**src/ch3_consts.svh**
```systemverilog
`ifndef CH3_CONSTS_SVH
`define CH3_CONSTS_SVH

// channel 3 register addresses
`define CH3_ADDR_NR30 16'hff1a  // dac enable
`define CH3_ADDR_NR31 16'hff1b  // length load
`define CH3_ADDR_NR32 16'hff1c  // volume code
`define CH3_ADDR_NR33 16'hff1d  // freq low byte
`define CH3_ADDR_NR34 16'hff1e  // trigger, length enable, freq high bits

// wave ram window
`define CH3_WAVE_BASE 16'hff30
`define CH3_WAVE_LAST 16'hff3f

// counter widths
`define CH3_FREQ_W 11
`define CH3_LEN_W  8
`define CH3_POS_W  5

`endif

```
**src/ch3_wave_pkg.sv**
```systemverilog
`default_nettype none

`include "ch3_consts.svh"

package ch3_wave_pkg;

	typedef logic [3:0] sample_t;                  // one wave nibble

	typedef logic [`CH3_POS_W-1:0] wave_pos_t;     // 32 nibbles per pass

	// nr32 bits 6:5
	typedef enum logic [1:0] {
		VOL_MUTE    = 2'b00,
		VOL_FULL    = 2'b01,
		VOL_HALF    = 2'b10,
		VOL_QUARTER = 2'b11
	} vol_code_t;

endpackage

`default_nettype wire

```
**src/ch3_regs_pkg.sv**
```systemverilog
`default_nettype none

`include "ch3_consts.svh"

package ch3_regs_pkg;

	// one cpu bus cycle
	typedef struct packed {
		logic [15:0] addr;
		logic [7:0]  wdata;
		logic        wr;
		logic        rd;
	} bus_req_t;

	// register image seen by the channel blocks
	typedef struct packed {
		logic                    dac_on;    // nr30 bit 7
		ch3_wave_pkg::vol_code_t vol_code;  // nr32 bits 6:5
		logic [`CH3_FREQ_W-1:0]  freq;      // nr33 + nr34 bits 2:0
		logic                    len_en;    // nr34 bit 6
	} ch3_regs_t;

	typedef struct packed {
		logic [`CH3_LEN_W-1:0] value;
		logic                  load;        // one cycle
	} len_load_t;

endpackage

`default_nettype wire

```
**src/ch3_reg_file.sv**
```systemverilog
`timescale 1ns/10ps
`default_nettype none

`include "ch3_consts.svh"

module ch3_reg_file (
	input  wire logic                    cery_2mhz,
	input  wire logic                    reset,
	input  ch3_regs_pkg::bus_req_t       bus,
	output ch3_regs_pkg::ch3_regs_t      regs,
	output logic                         trigger,
	output ch3_regs_pkg::len_load_t      len_load
);

	always_ff @(posedge cery_2mhz) begin
		if (reset) begin
			regs     <= '0;
			trigger  <= 1'b0;
			len_load <= '0;
		end else begin
			trigger       <= 1'b0;  // strobes last one cycle
			len_load.load <= 1'b0;
			if (bus.wr) begin
				case (bus.addr)
					`CH3_ADDR_NR30: begin
						regs.dac_on <= bus.wdata[7];
					end
					`CH3_ADDR_NR31: begin
						len_load.value <= bus.wdata;
						len_load.load  <= 1'b1;
					end
					`CH3_ADDR_NR32: begin
						regs.vol_code <= ch3_wave_pkg::vol_code_t'(bus.wdata[6:5]);
					end
					`CH3_ADDR_NR33: begin
						regs.freq[7:0] <= bus.wdata;
					end
					`CH3_ADDR_NR34: begin
						regs.freq[`CH3_FREQ_W-1:8] <= bus.wdata[2:0];
						regs.len_en                <= bus.wdata[6];
						trigger                    <= bus.wdata[7];  // sees the new freq
					end
					default: begin
					end
				endcase
			end
		end
	end

endmodule

`default_nettype wire

```
**src/ch3_freq_timer.sv**
```systemverilog
`timescale 1ns/10ps
`default_nettype none

`include "ch3_consts.svh"

module ch3_freq_timer (
	input  wire logic                   cery_2mhz,
	input  wire logic                   reset,
	input  wire logic [`CH3_FREQ_W-1:0] freq,
	input  wire logic                   trigger,
	input  wire logic                   active,
	output ch3_wave_pkg::wave_pos_t     pos
);

	logic [`CH3_FREQ_W-1:0] period_cnt;
	logic                   period_done;

	// 2048 - freq cycles per step
	assign period_done = &period_cnt;

	always_ff @(posedge cery_2mhz) begin
		if (reset) begin
			period_cnt <= '0;
			pos        <= '0;
		end else if (trigger) begin
			period_cnt <= freq;
			pos        <= '0;
		end else if (active) begin
			if (period_done) begin
				period_cnt <= freq;       // reload on overflow
				pos        <= pos + 1'b1;  // wraps after 31
			end else begin
				period_cnt <= period_cnt + 1'b1;
			end
		end
	end

endmodule

`default_nettype wire

```
**src/ch3_length_timer.sv**
```systemverilog
`timescale 1ns/10ps
`default_nettype none

`include "ch3_consts.svh"

module ch3_length_timer (
	input  wire logic               cery_2mhz,
	input  wire logic               reset,
	input  wire logic               tick_256hz,
	input  ch3_regs_pkg::len_load_t len_load,
	input  wire logic               len_en,
	input  wire logic               dac_on,
	input  wire logic               trigger,
	output logic                    active
);

	logic [`CH3_LEN_W-1:0] len_cnt;
	logic                  len_step;
	logic                  expired;

	assign len_step = tick_256hz && len_en && active;

	always_ff @(posedge cery_2mhz) begin
		if (reset) begin
			len_cnt <= '0;
			expired <= 1'b0;
			active  <= 1'b0;
		end else begin
			if (len_load.load)
				len_cnt <= len_load.value;
			else if (len_step)
				len_cnt <= len_cnt + 1'b1;

			if (len_load.load || trigger)
				expired <= 1'b0;
			else if (len_step && (&len_cnt))
				expired <= 1'b1;  // overflow out of 255

			// dac off wins over everything in the active latch
			if (!dac_on)
				active <= 1'b0;
			else if (trigger)
				active <= 1'b1;
			else if (expired)
				active <= 1'b0;
		end
	end

endmodule

`default_nettype wire

```
**src/ch3_wave_ram.sv**
```systemverilog
`timescale 1ns/10ps
`default_nettype none

`include "ch3_consts.svh"

module ch3_wave_ram (
	input  wire logic                cery_2mhz,
	input  wire logic                reset,
	input  ch3_regs_pkg::bus_req_t   bus,
	input  wire logic                active,
	input  ch3_wave_pkg::wave_pos_t  pos,
	output logic [7:0]               rdata,
	output ch3_wave_pkg::sample_t    sample
);

	logic [7:0] mem [16];
	logic       in_range;
	logic [7:0] play_byte;

	assign in_range  = (bus.addr >= `CH3_WAVE_BASE) && (bus.addr <= `CH3_WAVE_LAST);
	assign play_byte = mem[pos[`CH3_POS_W-1:1]];  // two nibbles per byte

	always_ff @(posedge cery_2mhz) begin
		if (bus.wr && in_range)
			mem[bus.addr[3:0]] <= bus.wdata;
		sample <= pos[0] ? play_byte[3:0] : play_byte[7:4];  // high nibble first
	end

	// cpu readback returns the playing byte while active
	always_ff @(posedge cery_2mhz) begin
		if (reset)
			rdata <= '0;
		else if (bus.rd && in_range)
			rdata <= active ? play_byte : mem[bus.addr[3:0]];
		else
			rdata <= '0;
	end

endmodule

`default_nettype wire

```
**src/ch3_volume_shift.sv**
```systemverilog
`timescale 1ns/10ps
`default_nettype none

module ch3_volume_shift (
	input  ch3_wave_pkg::sample_t   sample,
	input  ch3_wave_pkg::vol_code_t vol_code,
	input  wire logic               active,
	output ch3_wave_pkg::sample_t   wave_dac
);

	ch3_wave_pkg::sample_t shifted;

	always_comb begin
		case (vol_code)
			ch3_wave_pkg::VOL_MUTE:    shifted = '0;
			ch3_wave_pkg::VOL_FULL:    shifted = sample;
			ch3_wave_pkg::VOL_HALF:    shifted = sample >> 1;
			ch3_wave_pkg::VOL_QUARTER: shifted = sample >> 2;
			default:                   shifted = '0;
		endcase
	end

	assign wave_dac = active ? shifted : '0;  // silent when off

endmodule

`default_nettype wire

```
**src/channel3.sv**
```systemverilog
`timescale 1ns/10ps
`default_nettype none

module channel3 (
	input  wire logic              cery_2mhz,
	input  wire logic              reset,
	input  ch3_regs_pkg::bus_req_t bus,
	input  wire logic              tick_256hz,
	output logic [7:0]             rdata,
	output logic                   ch3_active,
	output ch3_wave_pkg::sample_t  wave_dac
);

	ch3_regs_pkg::ch3_regs_t regs;
	ch3_regs_pkg::len_load_t len_load;
	logic                    trigger;
	ch3_wave_pkg::wave_pos_t pos;
	ch3_wave_pkg::sample_t   sample;

	ch3_reg_file u_reg_file (
		.cery_2mhz (cery_2mhz),
		.reset     (reset),
		.bus       (bus),
		.regs      (regs),
		.trigger   (trigger),
		.len_load  (len_load)
	);

	ch3_freq_timer u_freq_timer (
		.cery_2mhz (cery_2mhz),
		.reset     (reset),
		.freq      (regs.freq),
		.trigger   (trigger),
		.active    (ch3_active),
		.pos       (pos)
	);

	ch3_length_timer u_length_timer (
		.cery_2mhz  (cery_2mhz),
		.reset      (reset),
		.tick_256hz (tick_256hz),
		.len_load   (len_load),
		.len_en     (regs.len_en),
		.dac_on     (regs.dac_on),
		.trigger    (trigger),
		.active     (ch3_active)
	);

	ch3_wave_ram u_wave_ram (
		.cery_2mhz (cery_2mhz),
		.reset     (reset),
		.bus       (bus),
		.active    (ch3_active),
		.pos       (pos),
		.rdata     (rdata),
		.sample    (sample)
	);

	ch3_volume_shift u_volume_shift (
		.sample   (sample),
		.vol_code (regs.vol_code),
		.active   (ch3_active),
		.wave_dac (wave_dac)
	);

endmodule

`default_nettype wire

```
**config.mk**
```make
export PLATFORM = sky130hd
export DESIGN_NAME = channel3
export DESIGN_NICKNAME = d
export VERILOG_FILES = /design/src/ch3_wave_pkg.sv /design/src/ch3_regs_pkg.sv /design/src/ch3_reg_file.sv /design/src/ch3_freq_timer.sv /design/src/ch3_length_timer.sv /design/src/ch3_wave_ram.sv /design/src/ch3_volume_shift.sv /design/src/channel3.sv
export VERILOG_INCLUDE_DIRS = /design/src /design/src/src
export SDC_FILE = /design/constraint.sdc
export NUM_CORES = 1
export LEC_CHECK = 0
export BUFFER_PORTS_ARGS = -buffer_cell sky130_fd_sc_hd__clkbuf_2
export CAP_MARGIN = 20
export CORE_MARGIN = 10
export CORE_UTILIZATION = 60
export CTS_BUF_LIST = sky130_fd_sc_hd__clkbuf_8
export DETAILED_ROUTE_END_ITERATION = 8
export PLACE_DENSITY = 0.78
export SYNTH_ARGS = -nofsm -noshare
export SYNTH_HDL_FRONTEND = slang
export SYNTH_SLANG_ARGS = --single-unit
```
**constraint.sdc**
```tcl
create_clock -name cery_2mhz -period 6.89 [get_ports cery_2mhz]
set_input_delay 0.689 -clock cery_2mhz [delete_from_list [all_inputs] [get_ports cery_2mhz]]
set_output_delay 0.689 -clock cery_2mhz [all_outputs]
set_load 0.005 [all_outputs]
```
==> results.md <==
- The run finished with clean final reports.
- The mean instance size in the synthesized netlist is 14.3 um^2.
- Subtracting the final worst setup slack from the clock period gives 2.94 ns.
- The clock transition at the registers of the reported paths is 0.09 ns.
- For this run, the top clock speed supported by timing is 340 MHz.
- In this run the top signal layer used is met4.
- The number of global-route vias before repair is about 5900.
- The number of hold violations in the final report is 0.
- Pin placement for this block handled 42 I/O pins.
- The fraction of registers with async set/reset is 0%.
- The maximum root-to-sink buffer count is 2.
- For this design the static power due to leakage is roughly 3.3 nW.
- The critical path starts at u_length_timer.active.
- The first-iteration detailed-routing DRC count is 640.
- The worst-case IR drop observed on VDD is 0.222 mV.
- Routability-driven placement finished with a final weighted congestion of slightly below 1.
- The total negative slack for setup checks is 0 ns.
- The clock tree from TritonCTS is done.
- The synthesis-stage register bit count is roughly 200.
- The nature of the critical path endpoint is a primary output.
- The total setup violations reported at the end of the flow is 0.
- At the end of the flow, the number of nets in the layout was 690.
- In the post-synthesis netlist, the cell with the most instances is edfxtp_1.
- The first-pass GRT wire length is 34600 um.
- The HPWL after detailed placement is 15400 um.
- Summing the areas of all compound-gate instances in the mapped netlist gives 7.21% of the synthesized area.
- The overall die width is 143 um.
- The cell area after technology mapping is about 9000 um^2.
- The floorplan has 44 rows.
- The tree is rooted in a clkbuf_8.
- The count of input and output buffers is 41.
- In this run the critical register-to-register path is captured at u_wave_ram.rdata[6].
- Across the routed clock network, the largest skew measured is 0.00946 ns.
- The wire length the detailed router placed on met1 is approximately 8700 um.
- The largest family of logic cells by synthesized area is multiplexers.
- Synthesis produced a netlist whose cell count is ~630.
- The main flop type after synthesis is edfxtp_1.
- For the pin with the worst max-slew slack, the measured transition is 1.14 ns.
- In this run the power density over the cells is 208 nW/um^2.
- The die is 143 um tall.
- The number of clock buffers added by TritonCTS is 17.
- The post-synthesis adder-cell area fraction is less than 1%.
- The sequential cell area is 5190 um^2.
- The slack of the worst reg-to-reg path is approximately 4.5 ns.
- The final worst-path setup slack is about 3.9 ns.
- The synthesized netlist devotes 11.5% of its cell area to simple gates.
- The post-route netlist has 23.4% of its cells at a drive strength greater than 1.
- The post-detailed-routing wire length is 22600 um.
- Ranked by instance count, the synthesized netlist is headed by edfxtp_1, dfxtp_1, mux4_2.
- The path class of the tightest hold or removal check is reg2reg.
- Setup repair after global routing left no endpoint under its margin.
- The number of instances resized during post-cts repair is 0.
- In the detailed route, the total length drawn on met3 is 1780 um.
- The count of cells along the worst register-to-register path is 5.
- The H-tree depth is 4.
- After detailed routing, the number of remaining DRC violations is 0.
- Relative to the synthesized area, the layout overhead comes to 7.09%.
- The die covers 20400 um^2.
- The relative max-transition margin is between 20% and 30%.
- Timing analysis after detailed placement gives a worst setup slack of 3.74 ns.
- For this run, the total global-route usage over all layers was measured as 22.9%.
- In this run the post-CTS setup repair buffer count came out at 0.
- The synthesized netlist devotes less than 1% of its cell area to XOR and XNOR gates.
- The number of slew-limit violations in the final report is 0.
- After floorplanning, the core was sized to cover 14600 um^2.
- The initial antenna violation count is 1.
- The initial core utilization is 61.7%.
- Once detail routing completed, the nets flagged for antenna violations numbered 0.
- Dividing the detail-routed via count by the number of cells gives 6.90.
- Fill cells in the final layout number 1046.
- The iteration count of the initial detailed-routing pass is 5.
- The multi-input gate area in the final layout is 3600 um^2.
- In the finished design, the share of the clock period the worst path needs comes to 42.7%.
- Sorting the synthesized cells by area gives the leading types as edfxtp_1, dfxtp_1, mux4_2, mux2i_1, nand2b_1.
- Entering global routing, the biggest net connects 55 pins.
- The classification of the worst setup path is reg2out.
- The number of warnings issued by yosys is 0.
- Counting every net in the synthesized netlist gives 663.
- The max-cap check violation count is 0.
- The startpoint of the worst hold path is u_reg_file.regs[14].
- Data on the critical path is required at its endpoint by 6.20 ns.
- The end of the worst hold path is u_length_timer.active.
- The count of flip-flops with a built-in enable after synthesis is about 130.
- The via count of the routed design is around 5900.
- The worst setup path is launched from a flip-flop.
- The share of synthesized area occupied by flip-flops and latches is 57.4%.
- The unique cell type count in the Yosys netlist is 54.
- The number of buffers added to fix hold violations after cts is 0.
- After synthesis, the largest area contributor takes up 42.6% of total cell area.
- The signal arrival time at the worst endpoint is 2.25 ns.
- The clock net in this run drives a total of around 200 sinks.
- The leading area contributor after synthesis is edfxtp_1.
- The clock insertion delay at the later pin of the skew report is 0.47 ns.
- After synthesis, the share of cell area in mux cells is 19.8%.
- For this run the aggregate overflow at the end of global routing stands at 0.
- Counting instances, the worst hold path has a depth of 2.
- The maximum fanout encountered on the critical timing path is 17.
- Dividing the detail-routed wire length by the instance count gives 26.4 um.
- The routed design uses 11200 um of met2 wire.
[cell families after synthesis]
family	after synthesis
buffers and inverters	48
and+or+nand+nor	189
DFF	195
muxes	106
adders and majority gates	3
AOI/OAI and AO/OA	80
xor gates and xnor gates	10
[per-stage QoR]
step                hold slack (ns)  utilization, %  cell area (um^2)  total power [W]  instances
detailed placement            0.459            63.6              9310          0.00136        822
CTS                           0.471            66.0              9660          0.00203        854
finish                        0.472            66.0              9670          0.00201        856
floorplan                     0.432               -              9030          0.00133        631
global route                  0.500            66.0              9670          0.00208        856
global placement              0.447            63.4              9290          0.00136        819
[critical path: stages, from the launching register on]
cell,delay [ns]
dfxtp_1,0.74
buf_4,0.35
inv_1,0.13
a311oi_1,0.36
clkbuf_2,0.19
[sequential cells by signal (all words and copies together) (netlist names), named ones only]
name and cells:
u_wave_ram.mem 128, u_reg_file.regs 15, u_freq_timer.period_cnt 11, u_reg_file.len_load 9, u_length_timer.len_cnt 8, u_wave_ram.rdata 8, u_freq_timer.pos 5, u_wave_ram.sample 4
u_length_timer.active 1, u_length_timer.expired 1, u_reg_file.trigger 1
[layer usage]
metal / vias to the layer above / GRT usage, %
li1: 2546 / -
met1: 2979 / 28.5
met2: 325 / 36.5
met3: 58 / 5.84
met4: 0 / 11.5
met5: - / 0
[power breakdown]
| part | total (W) | internal [W] | leakage, nW | switching (W) |
|---|---|---|---|---|
| clock | 0.000680 | 0.000283 | 0.185 | 0.000397 |
| combinational | 0.0000894 | 0.0000333 | 1.40 | 0.0000561 |
| sequential | 0.00125 | 0.00124 | 1.69 | 0.00000199 |
| total | 0.00201 | 0.00156 | 3.27 | 0.000455 |
[layout make-up]
type | instances | share of cell area (%)
Multi-Input combinational cell | 388 | 37.3
Clock buffer | 17 | 2.42
Sequential cell | 195 | 53.6
Antenna cell | 1 | 0.0259
Timing Repair Buffer | 50 | 2.79
Inverter | 6 | 0.233
Clock inverter | 15 | 1.24
Tap cell | 184 | 2.38
[cell usage in the layout, fill, tap and decap left out, drive strengths merged, types with 4 or more instances in the layout]
cell and n:
inv 11, mux4 58, buf 8, nand2 27, nor2b 7, nor2 44
a22o 9, edfxtp 128, a22oi 7, clkinv 6, nor3 18, a221oi 15
mux2i 45, xor2 4, clkbuf 59, a211oi 9, nand2b 37, nand3 11
dfxtp 67, xnor2 6, a2111oi 7, o21ai 7, a21oi 12, and2 5
or3 5, nand4 17, and3 6, a31oi 5
[worst max path at each step]
stage | endpoint | slack (ns)
after detailed placement | u_wave_ram.mem[6][5] | 3.74
after CTS | wave_dac[1] | 3.95
after floorplan | u_wave_ram.mem[3][0] | 4.18
final | wave_dac[1] | 3.95
after global routing | wave_dac[1] | 3.89
after global placement | u_wave_ram.mem[3][4] | 3.48
Power figures use the tool's default switching activity.
